`config.mk`:
```
export PLATFORM = sky130hd
export DESIGN_NAME = cpu6502Core
export DESIGN_NICKNAME = d
export VERILOG_FILES = /design/src/cpu_pkg.sv /design/src/memBusIf.sv /design/src/busUnit.sv /design/src/programCounter.sv /design/src/alu.sv /design/src/registerFile.sv /design/src/sequencer.sv /design/src/cpu6502Core.sv
export VERILOG_INCLUDE_DIRS = /design/src
export SDC_FILE = /design/constraint.sdc
export NUM_CORES = 1
export LEC_CHECK = 0
export BUFFER_PORTS_ARGS = -buffer_cell sky130_fd_sc_hd__buf_2
export CORE_ASPECT_RATIO = 1.2
export CORE_UTILIZATION = 63
export CTS_CLUSTER_DIAMETER = 120
export DETAILED_ROUTE_END_ITERATION = 10
export PLACE_DENSITY = 0.82
export SLEW_MARGIN = 20
export SYNTH_ARGS = -nofsm -noshare
export SYNTH_HDL_FRONTEND = slang
export SYNTH_SLANG_ARGS = --single-unit
```
`constraint.sdc`:
```
create_clock -name clk -period 8.9 [get_ports clk]
set_clock_uncertainty 0.1 [all_clocks]
set_input_delay 0.89 -clock clk [delete_from_list [all_inputs] [get_ports clk]]
set_output_delay 0.89 -clock clk [all_outputs]
set_load 0.01 [all_outputs]
```
`src/cpu_config.svh`:
```
// data and address widths, reset address
// opcode byte values of the supported instruction subset
`ifndef CPU_CONFIG_SVH
`define CPU_CONFIG_SVH

`define CPU_DATA_W   8
`define CPU_ADDR_W   16
// first opcode fetch after reset, no vector read
`define CPU_RESET_PC 16'h0200

// immediate loads
`define CPU_OP_LDA_IMM 8'hA9
`define CPU_OP_LDX_IMM 8'hA2
`define CPU_OP_LDY_IMM 8'hA0
// register transfers
`define CPU_OP_TAX 8'hAA
`define CPU_OP_TAY 8'hA8
`define CPU_OP_TXA 8'h8A
`define CPU_OP_TYA 8'h98
// immediate arithmetic and logic
`define CPU_OP_ADC_IMM 8'h69
`define CPU_OP_AND_IMM 8'h29
`define CPU_OP_ORA_IMM 8'h09
`define CPU_OP_EOR_IMM 8'h49
// carry flag
`define CPU_OP_SEC 8'h38
`define CPU_OP_CLC 8'h18
// absolute store and jump
`define CPU_OP_STA_ABS 8'h8D
`define CPU_OP_JMP_ABS 8'h4C
`define CPU_OP_NOP     8'hEA

`endif

```
`src/cpu_pkg.sv`:
```
// shared types of the core
// alu operation, status flags, writeback select, sequencer state
package cpu_pkg;

  // alu function select
  typedef enum logic [2:0] {
    ALU_ADC  = 3'd0,
    ALU_AND  = 3'd1,
    ALU_ORA  = 3'd2,
    ALU_EOR  = 3'd3,
    // forwards operand b
    ALU_PASS = 3'd4
  } aluOpT;

  // subset of the 6502 P register
  typedef struct packed {
    logic n;
    logic v;
    logic z;
    logic c;
  } statusT;

  // register written back in exec
  typedef enum logic [1:0] {
    REG_NONE = 2'd0,
    REG_A    = 2'd1,
    REG_X    = 2'd2,
    REG_Y    = 2'd3
  } regSelT;

  // one state per memory access, plus exec
  typedef enum logic [2:0] {
    ST_FETCH   = 3'd0,
    ST_OPERAND = 3'd1,
    ST_ADDRLO  = 3'd2,
    ST_ADDRHI  = 3'd3,
    ST_WRITE   = 3'd4,
    ST_EXEC    = 3'd5
  } seqStateT;

endpackage

```
`src/memBusIf.sv`:
```
// memBusIf, one memory access from sequencer to bus unit
`timescale 1ns/1ps
`include "cpu_config.svh"

interface memBusIf;
  // request side, held from start until done
  logic                   start;
  logic [`CPU_ADDR_W-1:0] addr;
  logic [`CPU_DATA_W-1:0] wdata;
  logic                   write;
  // completion, rdata valid with done
  logic                   done;
  logic [`CPU_DATA_W-1:0] rdata;

  // sequencer side
  modport master (
    output start, addr, wdata, write,
    input  done, rdata
  );

  // bus unit side
  modport slave (
    input  start, addr, wdata, write,
    output done, rdata
  );
endinterface

```
`src/busUnit.sv`:
```
// busUnit, four-phase req/ack handshake for one access
`timescale 1ns/1ps
`include "cpu_config.svh"

module busUnit (
  input  logic                   clk,
  input  logic                   rst,
  memBusIf.slave                 bus,
  output logic                   memReq,
  output logic                   memWrite,
  output logic [`CPU_ADDR_W-1:0] memAddr,
  output logic [`CPU_DATA_W-1:0] memWdata,
  input  logic                   memAck,
  input  logic [`CPU_DATA_W-1:0] memRdata
);

  typedef enum logic [1:0] {
    BU_IDLE    = 2'd0,
    BU_REQUEST = 2'd1,
    BU_RELEASE = 2'd2
  } buStateT;

  buStateT state;
  logic doneReg;
  logic [`CPU_DATA_W-1:0] rdataReg;

  assign bus.done  = doneReg;
  assign bus.rdata = rdataReg;

  // control path
  always_ff @(posedge clk) begin
    if (rst) begin
      state    <= BU_IDLE;
      memReq   <= 1'b0;
      memWrite <= 1'b0;
      doneReg  <= 1'b0;
    end else begin
      doneReg <= 1'b0;
      case (state)
        BU_IDLE: begin
          // ack is already low here, last access waited for it
          if (bus.start) begin
            memReq   <= 1'b1;
            memWrite <= bus.write;
            state    <= BU_REQUEST;
          end
        end
        BU_REQUEST: begin
          if (memAck) begin
            memReq <= 1'b0;
            state  <= BU_RELEASE;
          end
        end
        default: begin
          // wait for memory to drop ack
          if (!memAck) begin
            memWrite <= 1'b0;
            doneReg  <= 1'b1;
            state    <= BU_IDLE;
          end
        end
      endcase
    end
  end

  // address, write data and read data
  always_ff @(posedge clk) begin
    if (state == BU_IDLE && bus.start) begin
      memAddr  <= bus.addr;
      memWdata <= bus.wdata;
    end
    // read byte is valid while ack is high
    if (state == BU_REQUEST && memAck) begin
      rdataReg <= memRdata;
    end
  end

endmodule

```
`src/programCounter.sv`:
```
// programCounter, PC register with incrementer and jump load
`timescale 1ns/1ps
`include "cpu_config.svh"

module programCounter (
  input  logic                   clk,
  input  logic                   rst,
  input  logic                   inc,
  input  logic                   load,
  input  logic [`CPU_ADDR_W-1:0] jumpAddr,
  output logic [`CPU_ADDR_W-1:0] pc
);

  logic [`CPU_ADDR_W-1:0] pcNext;

  // incrementer, carries across both bytes
  assign pcNext = pc + {{(`CPU_ADDR_W-1){1'b0}}, 1'b1};

  always_ff @(posedge clk) begin
    if (rst) begin
      // start straight at the program, no vector fetch
      pc <= `CPU_RESET_PC;
    end else if (load) begin
      // jmp target has priority
      pc <= jumpAddr;
    end else if (inc) begin
      pc <= pcNext;
    end
  end

endmodule

```
`src/alu.sv`:
```
// alu, binary add with carry and bitwise logic
// flag results for N, Z, C and V
`timescale 1ns/1ps
`include "cpu_config.svh"

module alu (
  input  cpu_pkg::aluOpT         op,
  input  logic [`CPU_DATA_W-1:0] a,
  input  logic [`CPU_DATA_W-1:0] b,
  input  logic                   carryIn,
  output logic [`CPU_DATA_W-1:0] result,
  output cpu_pkg::statusT        flagsOut
);

  logic [`CPU_DATA_W:0] sum;
  logic                 overflow;

  // 9 bit sum, top bit is carry out
  assign sum = {1'b0, a} + {1'b0, b} + {{`CPU_DATA_W{1'b0}}, carryIn};

  // signed overflow when both inputs agree in sign and the sum does not
  assign overflow = (a[`CPU_DATA_W-1] == b[`CPU_DATA_W-1]) &&
                    (sum[`CPU_DATA_W-1] != a[`CPU_DATA_W-1]);

  always_comb begin
    // logic ops pass carry through, v only meaningful for adc
    flagsOut.c = carryIn;
    flagsOut.v = 1'b0;
    case (op)
      cpu_pkg::ALU_ADC: begin
        result     = sum[`CPU_DATA_W-1:0];
        flagsOut.c = sum[`CPU_DATA_W];
        flagsOut.v = overflow;
      end
      cpu_pkg::ALU_AND: result = a & b;
      cpu_pkg::ALU_ORA: result = a | b;
      cpu_pkg::ALU_EOR: result = a ^ b;
      // loads, transfers and store data
      default:          result = b;
    endcase
    // n and z follow the result in every case
    flagsOut.n = result[`CPU_DATA_W-1];
    flagsOut.z = (result == '0);
  end

endmodule

```
`src/registerFile.sv`:
```
// registerFile, A, X and Y plus the N V Z C status register
// writeback and flag update strobes
`timescale 1ns/1ps
`include "cpu_config.svh"

module registerFile (
  input  logic                   clk,
  input  logic                   rst,
  input  cpu_pkg::regSelT        dest,
  input  logic [`CPU_DATA_W-1:0] wdata,
  input  cpu_pkg::statusT        flagsIn,
  input  logic                   updateNz,
  input  logic                   updateCv,
  input  logic                   setCarry,
  input  logic                   clearCarry,
  output logic [`CPU_DATA_W-1:0] accum,
  output logic [`CPU_DATA_W-1:0] xReg,
  output logic [`CPU_DATA_W-1:0] yReg,
  output cpu_pkg::statusT        flags
);

  // data registers
  always_ff @(posedge clk) begin
    if (rst) begin
      accum <= '0;
      xReg  <= '0;
      yReg  <= '0;
    end else begin
      case (dest)
        cpu_pkg::REG_A: accum <= wdata;
        cpu_pkg::REG_X: xReg  <= wdata;
        cpu_pkg::REG_Y: yReg  <= wdata;
        default: ;
      endcase
    end
  end

  // status register
  always_ff @(posedge clk) begin
    if (rst) begin
      flags <= '0;
    end else begin
      if (updateNz) begin
        flags.n <= flagsIn.n;
        flags.z <= flagsIn.z;
      end
      if (updateCv) begin
        flags.c <= flagsIn.c;
        flags.v <= flagsIn.v;
      end
      // sec / clc override any alu carry
      if (setCarry) begin
        flags.c <= 1'b1;
      end else if (clearCarry) begin
        flags.c <= 1'b0;
      end
    end
  end

endmodule

```
`src/sequencer.sv`:
```
// sequencer, instruction register, decode and cycle FSM
// one state per memory access, exec applies the writeback
`timescale 1ns/1ps
`include "cpu_config.svh"

module sequencer (
  input  logic                   clk,
  input  logic                   rst,
  memBusIf.master                bus,
  input  logic [`CPU_ADDR_W-1:0] pc,
  output logic                   pcInc,
  output logic                   pcLoad,
  output logic [`CPU_ADDR_W-1:0] jumpAddr,
  output cpu_pkg::aluOpT         aluOp,
  output logic [`CPU_DATA_W-1:0] aluA,
  output logic [`CPU_DATA_W-1:0] aluB,
  input  logic [`CPU_DATA_W-1:0] aluResult,
  input  logic [`CPU_DATA_W-1:0] accum,
  input  logic [`CPU_DATA_W-1:0] xReg,
  input  logic [`CPU_DATA_W-1:0] yReg,
  output cpu_pkg::regSelT        dest,
  output logic                   updateNz,
  output logic                   updateCv,
  output logic                   setCarry,
  output logic                   clearCarry,
  output logic                   sync
);

  cpu_pkg::seqStateT state;
  logic pending;
  logic [`CPU_DATA_W-1:0] ir;
  logic [`CPU_DATA_W-1:0] operand;
  logic [`CPU_DATA_W-1:0] addrLo;
  logic [`CPU_DATA_W-1:0] addrHi;
  logic isExec;
  cpu_pkg::regSelT decDest;
  logic decNz;
  logic decCv;
  logic decSec;
  logic decClc;

  // state after the opcode byte, undefined opcodes act as one byte nop
  function automatic cpu_pkg::seqStateT afterFetch(input logic [`CPU_DATA_W-1:0] op);
    case (op)
      `CPU_OP_LDA_IMM, `CPU_OP_LDX_IMM, `CPU_OP_LDY_IMM,
      `CPU_OP_ADC_IMM, `CPU_OP_AND_IMM, `CPU_OP_ORA_IMM,
      `CPU_OP_EOR_IMM: afterFetch = cpu_pkg::ST_OPERAND;
      `CPU_OP_STA_ABS, `CPU_OP_JMP_ABS: afterFetch = cpu_pkg::ST_ADDRLO;
      default: afterFetch = cpu_pkg::ST_EXEC;
    endcase
  endfunction

  assign isExec = (state == cpu_pkg::ST_EXEC);

  // every state but exec owns one access
  // pending keeps a second start out until done
  assign bus.start = !isExec && !pending;
  assign bus.write = (state == cpu_pkg::ST_WRITE);
  assign bus.addr  = bus.write ? {addrHi, addrLo} : pc;
  // store data is accum passed through the alu
  assign bus.wdata = aluResult;

  // sync covers the opcode fetch handshake
  assign sync = pending && (state == cpu_pkg::ST_FETCH);

  // pc steps after each program byte, pc stays put during the access
  assign pcInc    = bus.done && !bus.write && !isExec;
  assign pcLoad   = isExec && (ir == `CPU_OP_JMP_ABS);
  assign jumpAddr = {addrHi, addrLo};

  always_ff @(posedge clk) begin
    if (rst) begin
      state   <= cpu_pkg::ST_FETCH;
      pending <= 1'b0;
    end else begin
      if (bus.start) begin
        pending <= 1'b1;
      end else if (bus.done) begin
        pending <= 1'b0;
      end
      case (state)
        cpu_pkg::ST_FETCH:   if (bus.done) state <= afterFetch(bus.rdata);
        cpu_pkg::ST_OPERAND: if (bus.done) state <= cpu_pkg::ST_EXEC;
        cpu_pkg::ST_ADDRLO:  if (bus.done) state <= cpu_pkg::ST_ADDRHI;
        cpu_pkg::ST_ADDRHI: begin
          // jmp has no data access
          if (bus.done) begin
            state <= (ir == `CPU_OP_JMP_ABS) ? cpu_pkg::ST_EXEC : cpu_pkg::ST_WRITE;
          end
        end
        cpu_pkg::ST_WRITE:   if (bus.done) state <= cpu_pkg::ST_EXEC;
        default:             state <= cpu_pkg::ST_FETCH;
      endcase
    end
  end

  // instruction bytes, captured with done
  always_ff @(posedge clk) begin
    if (bus.done) begin
      case (state)
        cpu_pkg::ST_FETCH:   ir      <= bus.rdata;
        cpu_pkg::ST_OPERAND: operand <= bus.rdata;
        cpu_pkg::ST_ADDRLO:  addrLo  <= bus.rdata;
        cpu_pkg::ST_ADDRHI:  addrHi  <= bus.rdata;
        default: ;
      endcase
    end
  end

  // decode of the latched opcode
  always_comb begin
    aluOp   = cpu_pkg::ALU_PASS;
    aluB    = operand;
    decDest = cpu_pkg::REG_NONE;
    decNz   = 1'b0;
    decCv   = 1'b0;
    decSec  = 1'b0;
    decClc  = 1'b0;
    case (ir)
      `CPU_OP_LDA_IMM: begin decDest = cpu_pkg::REG_A; decNz = 1'b1; end
      `CPU_OP_LDX_IMM: begin decDest = cpu_pkg::REG_X; decNz = 1'b1; end
      `CPU_OP_LDY_IMM: begin decDest = cpu_pkg::REG_Y; decNz = 1'b1; end
      `CPU_OP_TAX: begin aluB = accum; decDest = cpu_pkg::REG_X; decNz = 1'b1; end
      `CPU_OP_TAY: begin aluB = accum; decDest = cpu_pkg::REG_Y; decNz = 1'b1; end
      `CPU_OP_TXA: begin aluB = xReg; decDest = cpu_pkg::REG_A; decNz = 1'b1; end
      `CPU_OP_TYA: begin aluB = yReg; decDest = cpu_pkg::REG_A; decNz = 1'b1; end
      `CPU_OP_ADC_IMM: begin
        aluOp   = cpu_pkg::ALU_ADC;
        decDest = cpu_pkg::REG_A;
        decNz   = 1'b1;
        decCv   = 1'b1;
      end
      `CPU_OP_AND_IMM: begin aluOp = cpu_pkg::ALU_AND; decDest = cpu_pkg::REG_A; decNz = 1'b1; end
      `CPU_OP_ORA_IMM: begin aluOp = cpu_pkg::ALU_ORA; decDest = cpu_pkg::REG_A; decNz = 1'b1; end
      `CPU_OP_EOR_IMM: begin aluOp = cpu_pkg::ALU_EOR; decDest = cpu_pkg::REG_A; decNz = 1'b1; end
      `CPU_OP_SEC: decSec = 1'b1;
      `CPU_OP_CLC: decClc = 1'b1;
      // accum to the write data path
      `CPU_OP_STA_ABS: aluB = accum;
      default: ;
    endcase
  end

  // accumulator is always operand a
  assign aluA = accum;

  // writeback strobes only in exec
  assign dest       = isExec ? decDest : cpu_pkg::REG_NONE;
  assign updateNz   = isExec && decNz;
  assign updateCv   = isExec && decCv;
  assign setCarry   = isExec && decSec;
  assign clearCarry = isExec && decClc;

endmodule

```
`src/cpu6502Core.sv`:
```
// cpu6502Core top, bus unit, sequencer, PC, ALU and registers
`timescale 1ns/1ps
`include "cpu_config.svh"

module cpu6502Core (
  input  logic                   clk,
  input  logic                   rst,
  output logic                   memReq,
  output logic                   memWrite,
  output logic [`CPU_ADDR_W-1:0] memAddr,
  output logic [`CPU_DATA_W-1:0] memWdata,
  input  logic                   memAck,
  input  logic [`CPU_DATA_W-1:0] memRdata,
  output logic                   sync,
  output logic [`CPU_DATA_W-1:0] accum,
  output logic [`CPU_DATA_W-1:0] xReg,
  output logic [`CPU_DATA_W-1:0] yReg,
  output cpu_pkg::statusT        flags
);

  // pc control
  logic                   pcInc;
  logic                   pcLoad;
  logic [`CPU_ADDR_W-1:0] jumpAddr;
  logic [`CPU_ADDR_W-1:0] pc;
  // alu path, result doubles as writeback and store data
  cpu_pkg::aluOpT         aluOp;
  logic [`CPU_DATA_W-1:0] aluA;
  logic [`CPU_DATA_W-1:0] aluB;
  logic [`CPU_DATA_W-1:0] aluResult;
  cpu_pkg::statusT        aluFlags;
  // writeback strobes
  cpu_pkg::regSelT        dest;
  logic                   updateNz;
  logic                   updateCv;
  logic                   setCarry;
  logic                   clearCarry;

  memBusIf memBus ();

  busUnit uBus (
    .clk(clk), .rst(rst), .bus(memBus.slave),
    .memReq(memReq), .memWrite(memWrite), .memAddr(memAddr),
    .memWdata(memWdata), .memAck(memAck), .memRdata(memRdata)
  );

  sequencer uSeq (
    .clk(clk), .rst(rst), .bus(memBus.master), .pc(pc),
    .pcInc(pcInc), .pcLoad(pcLoad), .jumpAddr(jumpAddr),
    .aluOp(aluOp), .aluA(aluA), .aluB(aluB), .aluResult(aluResult),
    .accum(accum), .xReg(xReg), .yReg(yReg),
    .dest(dest), .updateNz(updateNz), .updateCv(updateCv),
    .setCarry(setCarry), .clearCarry(clearCarry), .sync(sync)
  );

  programCounter uPc (
    .clk(clk), .rst(rst), .inc(pcInc), .load(pcLoad),
    .jumpAddr(jumpAddr), .pc(pc)
  );

  // carry in always comes from the status register
  alu uAlu (
    .op(aluOp), .a(aluA), .b(aluB), .carryIn(flags.c),
    .result(aluResult), .flagsOut(aluFlags)
  );

  registerFile uRegs (
    .clk(clk), .rst(rst), .dest(dest), .wdata(aluResult), .flagsIn(aluFlags),
    .updateNz(updateNz), .updateCv(updateCv),
    .setCarry(setCarry), .clearCarry(clearCarry),
    .accum(accum), .xReg(xReg), .yReg(yReg), .flags(flags)
  );

endmodule

```
# == After elaboration in Yosys (flattened, before gate mapping) ==
# Index checks and enable logic that the tools add are counted.
# classes
add_sub_neg,3
eq_ne,46
muxes,37
bitwise_logic,4
reduce_logical,42
# op_table
operator,count
equality test 8 bit (second input constant),12
equality test 8 x 7 -> 1 bit (second input constant),6
two-way mux 16 bit,3
case mux 8 bit (4 select lines),1
equality test 8 x 6 -> 1 bit (second input constant),3
case mux 3 bit (4 select lines),2
case mux 8 bit (3 select lines),1
two-way mux 1 bit,17
adder 16 x 1 -> 16 bit (second input constant),1
equality test 8 x 4 -> 1 bit (second input constant),2
OR reduction 7 bit,2
equality test 3 x 2 -> 1 bit (second input constant),4
logical AND 1 bit,12
two-way mux 3 bit,4
OR reduction 11 bit,1
AND reduction 2 bit,5
adder 8 x 8 -> 9 bit,1
adder 9 x 1 -> 9 bit,1
AND reduction 3 bit,3
AND 8 bit,1
equality test 8 x 5 -> 1 bit (second input constant),1
logical NOT 8 bit,1
two-way mux 2 bit,4
!= test 2 bit (second input constant),4
other kinds (23),40
# totals
ff_bits,117
in_bits,11
out_inout_bits,55
wordCells,153

# == Depth between registers and ports, before layout ==
# Gate-level depths: netlist (run 1).
# logic_depth
ltp_word,9
mapped_depth,17

# == Hierarchy ==
# From an unflattened synthesis (run 1), not the netlist that was laid out.
# unflattened
hier_cells,599
hier_area_um2,6192.2
# modules_own_cells
mod,n_inst,cells_per_inst,area_each_um2,seq_area_each_um2
sequencer,1,210,2164.6,1041.0
busUnit,1,54,1158.6,1061.0
registerFile,1,104,1062.3,560.5
alu,1,126,927.1,0.0
programCounter,1,105,879.6,320.3

# == Worst setup path before layout (run 1) ==
# Ideal clock, no wire load.
# synth_path
kind,reg-to-reg
start,register uSeq.ir[0]
end,register uRegs.flags[1] (netlist name)
t_arrival_ns,4.084
t_required_ns,8.731
setup_slack_ns,4.647
stages_incl_launch_ff,16
path_buffers,1
period_less_slack_ns,4.253
cell_sequence,edfxtp_1 > buf_6 > or4b_4 > nor2_8 > a22o_2 > a221o_1 > inv_1 > fa_1 > inv_1 > fa_1 > mux4_2 > nor2_1 > a21oi_1 > or4b_1 > or4_1 > o21ai_1
# synth_via
elab_chain_cells,7
# synth_rtl
element,line,text
from (decl),sequencer.sv:31,logic [`CPU_DATA_W-1:0] ir;
from (signal assigned),sequencer.sv:101,cpu_pkg::ST_FETCH: ir <= bus.rdata;
equality test 8 bit,sequencer.sv:119,case (ir)
OR reduction 3 bit (no line),--,
case mux 8 bit (3 select lines),sequencer.sv:119,
adder 8 x 8 -> 9 bit,alu.sv:19,"assign sum = {1'b0, a} + {1'b0, b} + {{`CPU_DATA_W{1'b0}}, carryIn};"
adder 9 x 1 -> 9 bit,alu.sv:19,
case mux 8 bit (4 select lines) (*),alu.sv:29,case (op)
via aluResult[1],cpu6502Core.sv:30,logic [`CPU_DATA_W-1:0] aluResult;
logical NOT 8 bit (*),alu.sv:43,flagsOut.z = (result == '0);
# The timed path passes the listed nets; every way through them passes the cells marked *.
# A chain may end at the register's enable or synchronous reset.

# == Worst setup path after layout (run 1) ==
# layout_path
start,register uSeq.ir[5]
end,register uRegs.flags[1] (netlist name)
# layout_via
elab_chain_cells,7
# layout_rtl
element,line
equality test 8 bit,sequencer.sv:119
OR reduction 3 bit (no line),--
case mux 8 bit (3 select lines),sequencer.sv:119
adder 8 x 8 -> 9 bit,alu.sv:19
adder 9 x 1 -> 9 bit,alu.sv:19
case mux 8 bit (4 select lines) (*),alu.sv:29
via aluResult[1],cpu6502Core.sv:30
logical NOT 8 bit (*),alu.sv:43
# Marks and branches as above.

==> results.tsv, run 1 <==
stage	metric	value	unit
run_status	status	complete, no violations	
synthesis	yosysMostFrequentCell	nor2_1	
detailed_routing	vias	4684	
synthesis	async_flop_share	0	%
synthesis	yosysWarnings	0	
synthesis	synth_top_cell_area_share	33.3	%
detailed_routing	via_per_inst	6.38	
cts	clk_pin_slew	0.05	ns
die	ios	66	
global_route	grt_max_degree	55	
cts	cts_tree	yes	
global_route	antenna_found_initial	0	
synthesis	syn_nets	571	
timing	hold_violations	0	
placed_design	dp.cells	701	
timing	fmax	0.206	GHz
setup_path	cp.required	9.25	ns
setup_path	worst-path-max-fanout	21	
placed_design	placed_cell_area	0.00616	sq mm
synthesis	netlist_top_cells_count	nor2_1, edfxtp_1, dfxtp_1	
synthesis	avgSynthCellArea	10.7	sq um
cts	ctsResizeCount	0	
cts	cts_sinks	117	
setup_path	endpoint_kind	register	
cells_and_area	final_net_count	634	
setup_path	arrival	5.20	ns
die	fp.coreArea	0.00875	sq mm
detailed_routing	first_pass_iters	6	
placed_design	portBuffers	65	
global_route	grt_pass1_vias	4587	
power_and_ir_drop	pwr_density_cell	186	mW/mm^2
synthesis	synth.distinct_cells	67	
setup_path	start_kind	register	
timing	min_period	4.85	ns
cts	cts-root-buf	clkbuf_8	
timing	rsz0062_at_grt	false	
synthesis	seq_area_frac_synth	51.7	%
setup_path	crit_slowest_cell	edfxtp_1	
placed_design	routabilityCongestion	0.961	
synthesis	synth_seq_cells	117	
cts	holdBufCountCts	0	
cells_and_area	fin_area	0.00673	sq mm
timing	relSlewSlack	31.0	%
detailed_routing	drt-total-wl	15.7	mm
timing	slew_violations	0	
global_route	grt_overflow_total	0	
cells_and_area	syn2layout_area_growth	16.6	%
global_route	grt_pass1_wl	24.4	mm
setup_path	crit_path_cell_trace	nor4bb_1, o21a_1, a22o_2, a221o_1, inv_1, fa_1, inv_1, fa_1, mux4_2, nor2_1, a21oi_1, or4b_1, or4_1, o21ai_1	
cells_and_area	drive_gt1_share	22.2	%
cts	worstSkewPairLatency	0.52	ns
detailed_routing	remaining_drc_errors	0	
synthesis	synthCells	541	
placed_design	hpwl	10.5	mm
detailed_routing	drt.antenna.violating_nets	0	
synthesis	synthTopCellsByArea	edfxtp_1, dfxtp_1, nor2_1	
setup_path	path_class	reg -> reg	
cts	cts_setup_buffers	0	
flow_run	drv_cap	0	
synthesis	syn_area	0.00577	sq mm
detailed_routing	wire_per_inst	21.4	um
worst_hold_path	hp-class	reg -> reg	
synthesis	synth_top_area_cell	edfxtp_1	
setup_path	slowest_delay	0.69	ns
cts	cts_buffers	17	
detailed_routing	dr.first_iter.drc_count	382	
synthesis	ys_dominant_reg_cell	edfxtp_1	
die	die_y	107	um
timing	setup_viol	0	
timing	post-route-period-util	54.5	%
timing	whs	0.384	ns
timing	max_slew.worst_pin.slew	1.04	ns
cts	cts_max_level	4	
global_route	grtUsageTotal	35.5	%
die	start_util	66.0	%
cells_and_area	fin_cells	734	
synthesis	synth_edf_count	64	
power_and_ir_drop	ir_drop	0.159	mV
die	die-area	0.00955	sq mm
die	die-width	89.4	um
cts	cts_buffer_depth	2	
die	rows	37	
timing	tns	0	ns
power_and_ir_drop	p_leak	2.65	nW
cells_and_area	n_antenna_cell	0	
[critical path: cells and delay by family, from the launching register on]
family / cells / cell delay (ns)
AO/OA/AOI/OAI: 5 / 0.92
adder cells (fa/ha/maj): 2 / 0.84
multiplexers: 1 / 0.48
buffers and inverters: 2 / 0.18
flip-flops: 1 / 0.69
AND/OR/NAND/NOR: 4 / 1.55
[logic make-up after synthesis]
kind of cell | share of synthesized area, %
simple gates | 16.6
compound gates | 15.2
flops | 51.7
buf+inv | 3.90
mux | 7.20
fa+ha+maj | 4.38
xor+xnor | 1.06
[metal layers]
metal	vias up	GRT usage [%]	wire (um)
li1	2123	-	-
met1	2224	41.1	5820
met2	276	59.0	7950
met3	61	8.70	1200
met4	0	20.5	748
met5	-	0	0
[through the flow]
stage | util (%) | total power (W) | worst slack [ns]
after detailed placement | 70.4 | 0.000632 | 4.09
after floorplan | - | 0.000616 | 4.65
final | 76.9 | 0.00125 | 4.05
after CTS | 76.8 | 0.00125 | 4.09
after global placement | 70.4 | 0.000630 | 4.21
after global routing | 76.9 | 0.00128 | 3.84
[layout by cell type (no fill, tap or decap), types with 17 or more instances in the layout]
cell type and count:
nand2_1 17, edfxtp_1 64, a211oi_1 17, dfxtp_1 53
o21ai_0 24, ha_1 17, buf_2 65, nor2_1 79
a21oi_1 28, mux2i_1 19, inv_1 30
[registers in the layout, summed over array words and instances (netlist names)]
signal and flops:
uBus.bus.done 1, uSeq.operand 8, uPc.pc 16, uBus.state 2, uSeq.addrHi 8, uBus.memWdata 8
uBus.memWrite 1, uBus.bus.rdata 8, uBus.memAddr 16, uSeq.addrLo 8, uRegs.xReg 8, uRegs.yReg 8
uSeq.pending 1, uSeq.ir 8, uSeq.state 3, uBus.memReq 1, uRegs.flags 4, uRegs.accum 8
[power by group]
group	internal [W]	leakage (nW)	switching, W	total [W]
logic	0.0000113	1.36	0.0000223	0.0000337
clock network	0.000398	0.271	0.000231	0.000629
registers	0.000580	1.02	0.00000777	0.000588
[path summary, 6_finish.rpt]
| check | startpoint | end | slack, ns | cells after the start |
|---|---|---|---|---|
| hold reg to reg | uRegs.flags[2]$_SDFFE_PP0P_ | uRegs.flags[2]$_SDFFE_PP0P_ | 0.38 | 2 |
| hold / removal | uRegs.flags[2]$_SDFFE_PP0P_ | uRegs.flags[2]$_SDFFE_PP0P_ | 0.38 | 2 |
| setup reg to reg | uSeq.ir[5]$_DFFE_PP_ | uRegs.flags[1]$_SDFFE_PP0P_ | 4.05 | 14 |
| setup / recovery | uSeq.ir[5]$_DFFE_PP_ | uRegs.flags[1]$_SDFFE_PP0P_ | 4.05 | 14 |
[area by class of cell]
type                            count  area [sq um]
Sequential cell                   117          2980
Multi-Input combinational cell    368          2570
Fill cell                         573          2020
Clock buffer                       24           480
Timing Repair Buffer               70           367
Tap cell                          117           146
Inverter                           30           113
Clock inverter                      8          73.8
No activity file was read; power rests on OpenSTA's default activity.
==> inputs of run 2 (changes only) <==
Settings changed: CORE_UTILIZATION 63 to 59, PLACE_DENSITY 0.82 to 0.77.
Clock period 8.9 ns to 4.5 ns, I/O delays scaled along.
==> results.tsv, run 2 (synthesis results as in run 1) <==
stage	metric	value	unit
run_status	status	complete, no violations	
placed_design	routabilityCongestion	0.983	
cells_and_area	n_antenna_cell	0	
timing	post-route-period-util	96.2	%
timing	relSlewSlack	34.2	%
cts	cts_buffer_depth	2	
placed_design	portBuffers	65	
setup_path	endpoint_kind	register	
die	fp.coreArea	0.00952	sq mm
detailed_routing	dr.first_iter.drc_count	328	
die	ios	66	
cts	cts_buffers	17	
die	die-width	92.3	um
global_route	grtUsageTotal	31.7	%
power_and_ir_drop	finalPower	0.00259	W
timing	whs	0.119	ns
global_route	grt_pass1_wl	23.8	mm
detailed_routing	drt-total-wl	15.4	mm
timing	hold_violations	0	
cells_and_area	syn2layout_area_growth	20.7	%
flow_run	drv_cap	0	
power_and_ir_drop	p_leak	2.78	nW
power_and_ir_drop	pwr_density_cell	371	mW/mm^2
timing	slew_violations	0	
detailed_routing	remaining_drc_errors	0	
cells_and_area	drive_gt1_share	25.2	%
cells_and_area	layout_common_cells	nor2_1, buf_2, edfxtp_1	
detailed_routing	vias	4709	
cts	cts-root-buf	clkbuf_16	
timing	rsz0062_at_grt	false	
cells_and_area	final_net_count	656	
setup_path	start_kind	register	
cells_and_area	nFillCells	687	
die	start_util	60.7	%
timing	setup_viol	0	
cts	holdBufCountCts	0	
die	rows	39	
timing	fmax	0.231	GHz
timing	tns	0	ns
detailed_routing	first_pass_iters	5	
setup_path	worst-path-max-fanout	7	
global_route	grt_pass1_vias	4373	
timing	min_period	4.33	ns
cts	cts_max_level	4	
setup_path	path_class	reg -> reg	
detailed_routing	via_per_inst	6.18	
cts	cts_sinks	117	
worst_hold_path	hp-class	in -> reg	
cells_and_area	reg_top3	uBus.memAddr: 16 flops, uPc.pc: 16 flops	
die	die_y	110	um
cts	clk_pin_slew	0.05	ns
placed_design	hpwl	10.6	mm
setup_path	cp.required	4.73	ns
global_route	grt_max_degree	55	
detailed_routing	drt.antenna.violating_nets	0	
cts	cts_tree	yes	
timing	max_slew.worst_pin.slew	0.987	ns
power_and_ir_drop	ir_drop	0.309	mV
cts	worstSkewPairLatency	0.41	ns
die	die-area	0.0102	sq mm
detailed_routing	wire_per_inst	20.3	um
cells_and_area	final_common_cell	nor2_1	
global_route	antenna_found_initial	0	
setup_path	arrival	4.56	ns
global_route	grt_overflow_total	0	
[run 2: cell type report]
type                    count  area, sq um  area share [%]
clock buffers              22          464            6.66
clock inverters            10          128            1.83
inverters                  30          113            1.62
multi-input cells         368         2600            37.3
flip-flops and latches    117         2980            42.8
well taps                 123          154            2.21
repair buffers             92          528            7.58
[run 2: stage by stage]
step	utilization (%)	cells	cell area, sq um	setup WS [ns]
after floorplan	-	541	5770	0.247
after global placement	66.6	729	6330	0.214
after detailed placement	66.6	729	6330	0.126
after CTS	72.8	761	6930	0.0926
after global routing	73.2	762	6970	0.0520
final	73.2	762	6970	0.173
[run 2: repair_timing]
item	CTS	global route
setup endpoints to repair	0	2
resized for setup	0	8
setup buffers	0	1
[run 2: final timing paths]
| check | from | to | slack (ns) | cells past startpoint |
|---|---|---|---|---|
| max | uSeq.ir[2]$_DFFE_PP_ | uRegs.flags[1]$_SDFFE_PP0P_ | 0.17 | 14 |
| min | memRdata[7] | uBus.bus.rdata[7]$_DFFE_PP_ | 0.12 | 1 |
| max reg2reg | uSeq.ir[2]$_DFFE_PP_ | uRegs.flags[1]$_SDFFE_PP0P_ | 0.17 | 14 |
| min reg2reg | uBus.memReq$_SDFFE_PP0P_ | uBus.memReq$_SDFFE_PP0P_ | 0.38 | 2 |
[run 2: report_power, final]
part / internal, W / switching [W] / total [W]
Clock: 0.000894 / 0.000462 / 0.00136
Combinational: 0.0000242 / 0.0000448 / 0.0000690
Sequential: 0.00115 / 0.0000134 / 0.00116
Total: 0.00207 / 0.000520 / 0.00259
[run 2: per-layer routing]
| layer | track usage (%) | vias to the layer above | routed length [um] |
|---|---|---|---|
| li1 | - | 2175 | - |
| met1 | 37.0 | 2226 | 5910 |
| met2 | 54.9 | 261 | 7860 |
| met3 | 7.20 | 47 | 1050 |
| met4 | 15.8 | 0 | 622 |
| met5 | 0 | - | 0 |
[run 2: critical path, cell delays in order (launching register included)]
cell,delay [ns]
edfxtp_1,0.40
or4b_4,0.60
nor2_8,0.19
a21oi_4,0.08
a221o_1,0.39
inv_2,0.11
fa_2,0.22
inv_1,0.05
fa_2,0.39
mux4_2,0.46
nor2_1,0.10
a21oi_1,0.07
or4b_1,0.51
or4_1,0.46
o21ai_1,0.12
==> inputs of run 3 (changes only) <==
Settings changed: ABC_AREA set to 1.
==> results.tsv, run 3 <==
stage	metric	value	unit
die	ios	66	
cts	cts_buffer_depth	2	
die	rows	40	
placed_design	routabilityCongestion	0.957	
synthesis	synth_top_cell_area_share	31.1	%
setup_path	reg2reg_setup_slack	1.16	ns
cts	clk_pin_slew	0.06	ns
die	die-area	0.0109	sq mm
cts	cts_tree	yes	
synthesis	synth_seq_cells	117	
synthesis	ys_dominant_reg_cell	edfxtp_1	
cells_and_area	layout_common_cells	nand2_1, inv_1, buf_2	
detailed_routing	remaining_drc_errors	0	
cts	holdBufCountCts	0	
cts	cts-root-buf	clkbuf_16	
cts	cts_sinks	117	
setup_path	start_kind	register	
cts	cts_setup_buffers	0	
placed_design	hpwl	11.4	mm
run_status	status	complete, no violations	
timing	fmax	0.299	GHz
placed_design	portBuffers	65	
global_route	grt_pass1_wl	25.0	mm
timing	tns	0	ns
placed_design	place_ws	1.20	ns
cts	cts_max_level	4	
power_and_ir_drop	pwr_density_cell	364	mW/mm^2
timing	setup_viol	0	
timing	min_period	3.34	ns
die	start_util	61.0	%
global_route	grt_max_degree	28	
die	die-width	95.4	um
synthesis	yosysWarnings	0	
global_route	grt_overflow_total	0	
global_route	antenna_found_initial	0	
detailed_routing	vias	5353	
timing	setup_ws	1.16	ns
timing	max_slew.worst_pin.slew	0.957	ns
detailed_routing	drt-total-wl	15.7	mm
synthesis	yosysMostFrequentCell	nand2_1	
die	fp.coreArea	0.0101	sq mm
power_and_ir_drop	p_leak	3.24	nW
power_and_ir_drop	ir_drop	0.450	mV
timing	rsz0062_at_grt	false	
synthesis	synth_edf_count	64	
detailed_routing	via_per_inst	5.58	
cells_and_area	n_antenna_cell	0	
setup_path	endpoint_kind	register	
die	die_y	114	um
synthesis	seq_area_frac_synth	48.3	%
cts	ctsResizeCount	0	
synthesis	avgSynthCellArea	8.27	sq um
synthesis	synthCells	746	
timing	relSlewSlack	35.7	%
cells_and_area	drive_gt1_share	20.9	%
setup_path	arrival	3.51	ns
timing	slew_violations	0	
cts	worstSkewPairLatency	0.41	ns
global_route	grtUsageTotal	31.0	%
timing	hold_violations	0	
cells_and_area	final_net_count	850	
cells_and_area	reg_top3	uBus.memAddr: 16 flops, uPc.pc: 16 flops	
cells_and_area	final_common_cell	nand2_1	
synthesis	synth_top_area_cell	edfxtp_1	
synthesis	async_flop_share	0	%
setup_path	path_class	reg -> reg	
detailed_routing	wire_per_inst	16.4	um
synthesis	synthTopCellsByArea	edfxtp_1, dfxtp_1, nand2_1	
synthesis	synth.distinct_cells	46	
global_route	grt_pass1_vias	5196	
setup_path	cp.required	4.67	ns
cts	cts_buffers	17	
timing	post-route-period-util	74.2	%
synthesis	syn_nets	776	
detailed_routing	first_pass_iters	5	
cells_and_area	syn2layout_area_growth	17.0	%
flow_run	drv_cap	0	
synthesis	netlist_top_cells_count	nand2_1, inv_1, edfxtp_1	
detailed_routing	drt.antenna.violating_nets	0	
synthesis	syn_area	0.00617	sq mm
worst_hold_path	hp-class	in -> reg	
setup_path	worst-path-max-fanout	7	
detailed_routing	dr.first_iter.drc_count	324	
## run 3: cell count changes after synthesis, sizes merged, moves of 7 or more
| cell | delta |
|---|---|
| nor2 | -8 |
| clkbuf | -13 |
| nand3 | +36 |
| nand2b | -8 |
| o21ai | +28 |
| mux2i | -19 |
| inv | +82 |
| a22oi | -7 |
| mux2 | -16 |
| nand2 | +189 |
| and3 | -13 |
| a211oi | -16 |
| nor2b | -7 |
| a21oi | +19 |
## run 3: metal layers
metal,up-vias,global-route usage [%],share of wire [%]
met2,226,54.3,51
met4,0,16.5,4.2
met3,62,7.40,5.6
met1,2466,34.2,39
met5,-,0,0
li1,2599,-,-
## run 3: worst paths after layout
check / start / end / cells past startpoint
max: uSeq.ir[4]$_DFFE_PP_ / uRegs.flags[1]$_SDFFE_PP0P_ / 21
max reg2reg: uSeq.ir[4]$_DFFE_PP_ / uRegs.flags[1]$_SDFFE_PP0P_ / 21
min: memRdata[4] / uBus.bus.rdata[4]$_DFFE_PP_ / 1
min reg2reg: uSeq.pending$_SDFFE_PP0P_ / uSeq.pending$_SDFFE_PP0P_ / 2
## run 3: metrics by stage
stage,instance area (sq um),utilization [%],cells,power [W],hold slack (ns)
2_1_floorplan,6170,-,746,0.00125,0.344
3_3_place_gp,6610,65.4,927,0.00129,0.352
3_5_place_dp,6610,65.4,927,0.00129,0.361
4_1_cts,7220,71.4,959,0.00264,0.102
5_1_grt,7220,71.4,959,0.00270,0.0926
6_report,7220,71.4,959,0.00263,0.109
## run 3: kinds of logic (layout without fill, tap and decap cells)
kind of cell | after synthesis | count (layout) | share of synthesized area [%]
AO/OA/AOI/OAI | 125 | 125 | 11.4
XOR/XNOR | 8 | 8 | 1.14
adder cells (fa/ha/maj) | 19 | 19 | 4.10
buffers and inverters | 127 | 214 | 8.11
flip-flops | 117 | 117 | 48.3
AND/OR/NAND/NOR | 350 | 350 | 27.0
## run 3: cell type report
cell class / count / area [sq um]
flip-flops and latches: 117 / 2980
fillers: 768 / 2890
multi-input cells: 502 / 2690
clock buffers: 21 / 482
inverters: 114 / 432
repair buffers: 68 / 348
well taps: 126 / 158
clock inverters: 11 / 123
## run 3: worst max-delay path, cell delays in order (launching register included)
cell and delay (ns):
edfxtp_1 0.44, nor2_2 0.22, nand2_1 0.09, nor2_2 0.31
nand2_1 0.08, nand2_1 0.07, nor2_1 0.05, nand2_1 0.08
inv_1 0.08, fa_1 0.40, inv_1 0.12, fa_1 0.22
nand3_1 0.09, nand2_1 0.11, xor2_1 0.17, nand2_1 0.06
nand3b_1 0.14, nand2_1 0.13, nand2_1 0.08, nor2_1 0.04
nand2_1 0.06, a21oi_2 0.05
## run 3: power breakdown
part | internal [W] | total, W | switching [W]
combinational | 0.0000295 | 0.0000940 | 0.0000645
sequential | 0.00116 | 0.00117 | 0.0000159
clock | 0.000877 | 0.00136 | 0.000484
total | 0.00207 | 0.00263 | 0.000564
